===== config.mk =====
export PLATFORM = sky130hd
export DESIGN_NAME = nnClassifierTop
export DESIGN_NICKNAME = d
export VERILOG_FILES = /design/src/verilog/nnTypesPkg.sv /design/src/verilog/wbBusPkg.sv /design/src/verilog/classifierSelect.sv /design/src/verilog/neuronNode.sv /design/src/verilog/nnClassifierTop.sv /design/src/verilog/wbSlaveRegs.sv
export VERILOG_INCLUDE_DIRS = /design/src /design/src/verilog
export SDC_FILE = /design/constraint.sdc
export NUM_CORES = 2
export LEC_CHECK = 0
export BUFFER_PORTS_ARGS = -buffer_cell sky130_fd_sc_hd__buf_2
export CORE_UTILIZATION = 40
export CTS_BUF_LIST = sky130_fd_sc_hd__clkbuf_16
export DETAILED_ROUTE_END_ITERATION = 8
export PLACE_DENSITY = 0.6
export SYNTH_ARGS = -nofsm -noshare
export SYNTH_HDL_FRONTEND = slang
export SYNTH_SLANG_ARGS = --single-unit
export TNS_END_PERCENT = 30

===== constraint.sdc =====
create_clock -name clk -period 10.4 [get_ports clk]
set_clock_uncertainty 0.15 [all_clocks]
set_input_delay 1.04 -clock clk [delete_from_list [all_inputs] [get_ports clk]]
set_output_delay 1.04 -clock clk [all_outputs]
set_load 0.01 [all_outputs]

===== src/verilog/nn_defines.svh =====
`ifndef NN_DEFINES_SVH
`define NN_DEFINES_SVH

// Network shape and data widths.
`define NN_INPUTS 30
`define NN_ACT_W 8
`define NN_ACC_W 16

// Wishbone word address width.
`define WB_ADR_W 6

// ==============================
// Register map, word addresses.
// ==============================
// Addresses 0 to 29 are the activation slots.
`define NN_REG_CTRL 6'd32
`define NN_REG_STATUS 6'd33
`define NN_REG_RESULT 6'd34
`define NN_REG_NODE0 6'd35
`define NN_REG_NODE1 6'd36

`endif


===== src/verilog/nnTypesPkg.sv =====
`default_nettype none
`include "nn_defines.svh"

package nnTypesPkg;

	typedef logic signed [`NN_ACT_W-1:0] activationT;
	typedef logic signed [`NN_ACT_W-1:0] weightT;
	typedef logic signed [`NN_ACC_W-1:0] accumT;

	typedef activationT [`NN_INPUTS-1:0] activationVecT; // Slot 0 in the low byte.

	typedef struct packed {
		logic valid;
		accumT value;
	} nodeResultT;

	typedef struct packed {
		logic valid;
		logic classIdx;
		accumT value;
	} classResultT;

	// ==============================
	// Fixed weights, one row per node.
	// ==============================
	localparam weightT nodeWeights [2][`NN_INPUTS] = '{
		'{ -4,   28,  66, -49,   5,  65,  28, -122,  24, -96,
		  -22,   24,  40,   5,  60, -60,  62,   27,  -6,   2,
		  -18,   63, -58, -30, -17,  30,  39,   -1,  18,   6 },
		'{ 17,  -35,   9,  44, -12,   3, -57,   21,  38,  -8,
		   50,  -27,  14,  -3, -41,  26,   7,  -19,  33,  61,
		   -5,  -46,  11,  29, -24,   2,  48,  -31,  15,  -9 }
	};

	localparam weightT nodeBias [2] = '{ -7, 12 };

endpackage

`default_nettype wire


===== src/verilog/wbBusPkg.sv =====
`default_nettype none
`include "nn_defines.svh"

package wbBusPkg;

	// Master to slave, Wishbone classic.
	typedef struct packed {
		logic cyc;
		logic stb;
		logic we;
		logic [`WB_ADR_W-1:0] adr;
		logic [31:0] dat;
	} wbReqT;

	// Slave to master.
	typedef struct packed {
		logic ack;
		logic [31:0] dat;
	} wbRespT;

endpackage

`default_nettype wire


===== src/verilog/classifierSelect.sv =====
`timescale 1ns/1ps
`default_nettype none

module classifierSelect (
	input logic clk,
	input logic reset,
	input nnTypesPkg::nodeResultT node0,
	input nnTypesPkg::nodeResultT node1,
	output nnTypesPkg::classResultT classResult
);

	logic bothValid;

	assign bothValid = node0.valid & node1.valid;

	always_ff @(posedge clk)
	begin
		if (reset)
			classResult <= '0;
		else
		begin
			classResult.valid <= bothValid;
			if (bothValid)
			begin
				// A tie goes to class 0.
				if (node1.value > node0.value)
				begin
					classResult.classIdx <= 1'b1;
					classResult.value <= node1.value;
				end
				else
				begin
					classResult.classIdx <= 1'b0;
					classResult.value <= node0.value;
				end
			end
		end
	end

endmodule

`default_nettype wire


===== src/verilog/neuronNode.sv =====
`timescale 1ns/1ps
`default_nettype none
`include "nn_defines.svh"

module neuronNode #(
	parameter int nodeIndex = 0
) (
	input logic clk,
	input logic reset,
	input nnTypesPkg::activationVecT activations,
	input logic start,
	output nnTypesPkg::nodeResultT result
);

	nnTypesPkg::activationVecT actReg;
	logic actValid;
	nnTypesPkg::accumT sumNext;
	nnTypesPkg::accumT sumReg;
	logic sumValid;

	// Valid bits walk beside the data.
	always_ff @(posedge clk)
	begin
		if (reset)
		begin
			actValid <= 1'b0;
			sumValid <= 1'b0;
		end
		else
		begin
			actValid <= start;
			sumValid <= actValid;
		end
	end

	always_ff @(posedge clk)
	begin
		if (start)
			actReg <= activations;
		if (actValid)
			sumReg <= sumNext;
	end

	// Bias plus products, wrapping at the accumulator width.
	always_comb
	begin
		nnTypesPkg::accumT acc;
		nnTypesPkg::accumT term;
		acc = nnTypesPkg::accumT'(nnTypesPkg::nodeBias[nodeIndex]);
		for (int i = 0; i < `NN_INPUTS; i++)
		begin
			term = nnTypesPkg::accumT'($signed(actReg[i]))
				* nnTypesPkg::accumT'(nnTypesPkg::nodeWeights[nodeIndex][i]);
			acc = acc + term;
		end
		sumNext = acc;
	end

	// Rectifier on the full sign bit.
	always_ff @(posedge clk)
	begin
		if (reset)
			result <= '0;
		else
		begin
			result.valid <= sumValid;
			if (sumValid)
				result.value <= sumReg[`NN_ACC_W-1] ? '0 : sumReg;
		end
	end

endmodule

`default_nettype wire


===== src/verilog/nnClassifierTop.sv =====
`timescale 1ns/1ps
`default_nettype none

module nnClassifierTop (
	input logic clk,
	input logic reset,
	input wbBusPkg::wbReqT wbReq,
	output wbBusPkg::wbRespT wbResp
);

	nnTypesPkg::activationVecT activations;
	logic start;
	nnTypesPkg::nodeResultT node0Result;
	nnTypesPkg::nodeResultT node1Result;
	nnTypesPkg::classResultT classResult;

	wbSlaveRegs regs_i (
		.clk(clk),
		.reset(reset),
		.wbReq(wbReq),
		.wbResp(wbResp),
		.activations(activations),
		.start(start),
		.classResult(classResult),
		.node0(node0Result),
		.node1(node1Result)
	);

	// ==============================
	// Two nodes on one vector
	// ==============================
	neuronNode #(.nodeIndex(0)) node0_i (
		.clk(clk),
		.reset(reset),
		.activations(activations),
		.start(start),
		.result(node0Result)
	);

	neuronNode #(.nodeIndex(1)) node1_i (
		.clk(clk),
		.reset(reset),
		.activations(activations),
		.start(start),
		.result(node1Result)
	);

	classifierSelect select_i (
		.clk(clk),
		.reset(reset),
		.node0(node0Result),
		.node1(node1Result),
		.classResult(classResult)
	);

endmodule

`default_nettype wire


===== src/verilog/wbSlaveRegs.sv =====
`timescale 1ns/1ps
`default_nettype none
`include "nn_defines.svh"

module wbSlaveRegs (
	input logic clk,
	input logic reset,
	input wbBusPkg::wbReqT wbReq,
	output wbBusPkg::wbRespT wbResp,
	output nnTypesPkg::activationVecT activations,
	output logic start,
	input nnTypesPkg::classResultT classResult,
	input nnTypesPkg::nodeResultT node0,
	input nnTypesPkg::nodeResultT node1
);

	typedef enum logic [1:0] {stateIdle, stateBusy, stateDone} stateT;

	stateT state;
	nnTypesPkg::activationVecT actBuf;
	logic ack;
	logic access;
	logic ctrlWrite;
	logic [31:0] readMux;
	logic [31:0] readData;
	logic resultClass;
	nnTypesPkg::accumT resultValue;
	nnTypesPkg::accumT node0Val;
	nnTypesPkg::accumT node1Val;

	assign access = wbReq.cyc & wbReq.stb & ~ack; // Ack lasts one clock.
	assign ctrlWrite = access & wbReq.we & (wbReq.adr == `NN_REG_CTRL) & wbReq.dat[0];

	// ==============================
	// Bus handshake
	// ==============================
	always_ff @(posedge clk)
	begin
		if (reset)
		begin
			ack <= 1'b0;
			readData <= '0;
		end
		else
		begin
			ack <= access;
			if (access & ~wbReq.we)
				readData <= readMux;
		end
	end

	always_comb
	begin
		case (wbReq.adr)
			`NN_REG_STATUS: readMux = {30'd0, state == stateDone, state == stateBusy};
			`NN_REG_RESULT: readMux = {15'd0, resultClass, resultValue};
			`NN_REG_NODE0: readMux = {16'd0, node0Val};
			`NN_REG_NODE1: readMux = {16'd0, node1Val};
			default: readMux = '0;
		endcase
	end

	assign wbResp.ack = ack;
	assign wbResp.dat = readData;

	// Activation buffer, kept between passes.
	always_ff @(posedge clk)
	begin
		if (reset)
			actBuf <= '0;
		else if (access & wbReq.we & (wbReq.adr < `NN_INPUTS))
			actBuf[wbReq.adr[4:0]] <= nnTypesPkg::activationT'(wbReq.dat[`NN_ACT_W-1:0]);
	end

	assign activations = actBuf;

	// ==============================
	// Pass control
	// ==============================
	always_ff @(posedge clk)
	begin
		if (reset)
		begin
			state <= stateIdle;
			start <= 1'b0;
		end
		else
		begin
			start <= 1'b0;
			case (state)
				stateBusy:
				begin
					if (classResult.valid)
						state <= stateDone;
				end
				default:
				begin
					if (ctrlWrite)
					begin
						state <= stateBusy;
						start <= 1'b1; // Same clock as the ack.
					end
				end
			endcase
		end
	end

	// Results held for readback.
	always_ff @(posedge clk)
	begin
		if (reset)
		begin
			resultClass <= 1'b0;
			resultValue <= '0;
			node0Val <= '0;
			node1Val <= '0;
		end
		else
		begin
			if (classResult.valid)
			begin
				resultClass <= classResult.classIdx;
				resultValue <= classResult.value;
			end
			if (node0.valid)
				node0Val <= node0.value;
			if (node1.valid)
				node1Val <= node1.value;
		end
	end

endmodule

`default_nettype wire

==> summary.txt <==
Status
  – Status: complete, no violations

Timing
  – Fin Hold WS: 263 ps
  – Final Max Slew Viols: 0
  – Tightest Pin Transition: 1190 ps
  – Hold Fails Final Rpt: 0
  – Max Clock Freq: 98.8 MHz
  – Unrepaired setup endpoints after global routing: true
  – Final min period: 10120 ps
  – Max-slew headroom: 20.6%
  – Final setup fails: 0
  – Fin crit share: 97.3%

Finish
  – Share of layout cells above drive strength 1: 5.94%
  – N_diodes: 0
  – Post-Layout Cell Count: 10700
  – P&R area growth vs syn: 9.60%
  – Most common cell after layout, fill and taps aside: inv_1
  – Most frequent cells in the layout: inv_1 (1995), ha_1 (1230), fa_1 (1121), xnor2_1 (458), a21oi_1 (414)
  – Nets: 10400

Yosys
  – Synth Area in XOR/XNOR: 6.82%
  – Primary FF master, synth: dfxtp_1
  – Syn Area/Cell: 10.1 um2
  – Async SR Flop Fraction: 0%
  – Post-Synth Simple-Gate Area: 5.39%
  – Unique masters post-synth: 70
  – Synth top area cells: fa_1 (29%), ha_1 (20%), edfxtp_1 (10%)
  – Syn. warnings: 0
  – Area leader, netlist: fa_1
  – Mux share of post-synthesis cell area: 2.50%
  – Adder-Cell Fraction of Synth Area: 48.5%
  – Synth Instances: 7822
  – Sequential share of the synthesized area: 19.4%
  – Post-synth top area share: 28.9%
  – Seq cells post-synth: 628
  – Synth Area in Compound Gates: 7.03%
  – Post-Syn Area: 78800 um2
  – Largest family of logic cells by synthesized area: adder cells
  – EDFF count, synth: 272

Critical path
  – Crit start category: flip-flop
  – Crit path max fanout: 3
  – Slowest Stage Delay on Critical Path: 620 ps
  – CP required: 10730 ps
  – CP Data Arrival Time: 10450 ps
  – Critical path capture point type: flip-flop
  – Crit path top cell by count: fa_1
  – Crit Path Class: reg -> reg
  – Worst path slowest cell: fa_2

Floorplan
  – Die Footprint: 199000 um2
  – Core area: 195000 um2
  – Chip Width: 446 um
  – # IOs: 76
  – Die height: 446 um
  – Starting density of the core: 40.3%
  – Rows: 162

Global route
  – Pin count of the biggest net entering global routing: 197
  – First-pass GRT wire length: 339000 um
  – GRT Util Overall: 23.1%
  – GRT Residual Overflow: 0
  – Vias in the first global route: 55000
  – Initial antenna violation count: 3

Placement
  – DPL Wire Length: 187000 um
  – Dpl cells: 10600
  – PortBufs: 35
  – Placer Congestion: 1.02

Clocking
  – CTS tree: done
  – # hold bufs at CTS: 0
  – Sink Count: 628
  – Clock Tree Root: clkbuf_16
  – Worst skew pair latency: 740 ps
  – Bufs on Longest Clock Path: 3
  – Worst-path clk slew: 60 ps
  – Num CTS Buffers: 76
  – H-tree Lvls: 3

Run
  – Max-cap viol count: 0

Power and ir drop
  – Max IR drop VDD: 0.488 mV
  – Power Dens Cells: 168 nW/um2
  – Leakage: 0.0421 uW
  – Tot Pwr: 14500 uW

Routing
  – # DRC: 0
  – DR iter-0 viols: 3223
  – TritonRoute pass-1 iters: 6
  – Wire length per cell: 20.9 um
  – Routed Antenna Nets: 0
  – Routed via count: 52500
  – Total routed wirelength: 224000 um
  – Via-to-Cell Ratio: 4.90

Worst hold path
  – Hold crit path type: reg -> reg
## final cells by class
cell class / count / area (um2)
fill: 18700 / 109000
multi-input combinational: 5063 / 55800
sequential: 628 / 15300
inverter: 1995 / 7490
tap: 2624 / 3280
clock buffer: 76 / 1900
timing repair buffer: 257 / 1890
clock inverter: 66 / 697
## cells by family after synthesis
logic type / after synthesis
fa+ha+maj: 2375
buf+inv: 2146
simple gates: 958
compound gates: 916
flops: 628
xor+xnor: 603
mux: 195
other cells: 1
## path summary, 6_finish.rpt
path                                                 endpoint  cells after the start  slack [ps]                                  from
worst max-delay path             node0_i.sumReg[15]$_DFFE_PP_                     34         280         node0_i.actReg[173]$_DFFE_PP_
worst min-delay path            node0_i.actReg[105]$_DFFE_PP_                      0         260  regs_i.activations[105]$_SDFFE_PP0P_
worst max register to register   node0_i.sumReg[15]$_DFFE_PP_                     34         280         node0_i.actReg[173]$_DFFE_PP_
worst min register to register  node0_i.actReg[105]$_DFFE_PP_                      0         260  regs_i.activations[105]$_SDFFE_PP0P_
## where the power goes
| part | internal, uW | total [uW] | switching (uW) | leakage [uW] |
|---|---|---|---|---|
| Clock | 1530 | 2760 | 1230 | 0.00131 |
| Combinational | 3810 | 8790 | 4980 | 0.0360 |
| Sequential | 2920 | 2930 | 1.74 | 0.00481 |
## per-layer routing
layer / track usage, % / up-vias / wire, um
met5: 0 / - / 34
met1: 30.6 / 26200 / 97100
met4: 10.4 / 4 / 11600
li1: - / 24800 / -
met2: 37.4 / 1150 / 104000
met3: 3.22 / 311 / 11300
## registers in the layout, indices dropped and copies added, names as in the netlist
signal / count
node0_i.actReg: 240
regs_i.activations: 240
select_i.classResult: 17
node0_i.sumReg: 16
node1_i.result: 16
node1_i.sumReg: 16
regs_i.readData: 16
node0_i.result: 15
regs_i.node0Val: 15
regs_i.node1Val: 15
regs_i.resultValue: 15
regs_i.state: 2
node0_i.sumValid: 1
node1_i.actValid: 1
regs_i.ack: 1
regs_i.resultClass: 1
regs_i.start: 1
## through the flow
stage	TNS, ps	utilization [%]	worst slack (ps)	instance area [um2]
2_1_floorplan	0	-	396	78900
3_3_place_gp	-348	42.6	-348	83300
3_5_place_dp	-282	42.6	-282	83300
4_1_cts	0	44.0	6.46	86000
5_1_grt	-82.4	44.2	-68.2	86400
6_report	0	44.2	277	86400
## cell usage after synthesis, types with 126 or more instances
cell type and instances:
ha_1 1238, nor2_1 397, a21oi_1 423, xnor2_1 463, clkbuf_1 126, edfxtp_1 272
nand3_1 142, xor2_1 134, dfxtp_1 356, fa_1 1137, inv_1 1989, mux2i_1 182
nand2_1 242
## critical path: cells and delay by family, from the launching register on
| family | cells | cell delay [ps] |
|---|---|---|
| adder cells (fa/ha/maj) | 13 | 6400 |
| buffers and inverters | 5 | 260 |
| flip-flops | 1 | 430 |
| XOR/XNOR | 10 | 1700 |
| AO/OA/AOI/OAI | 6 | 920 |
## timing repair
action,4_1_cts,5_1_grt
resized for setup,6,74
pin swaps,24,77
buffers inserted,1,15
endpoints found under the setup margin,1,6
Power figures use the tool's default switching activity.
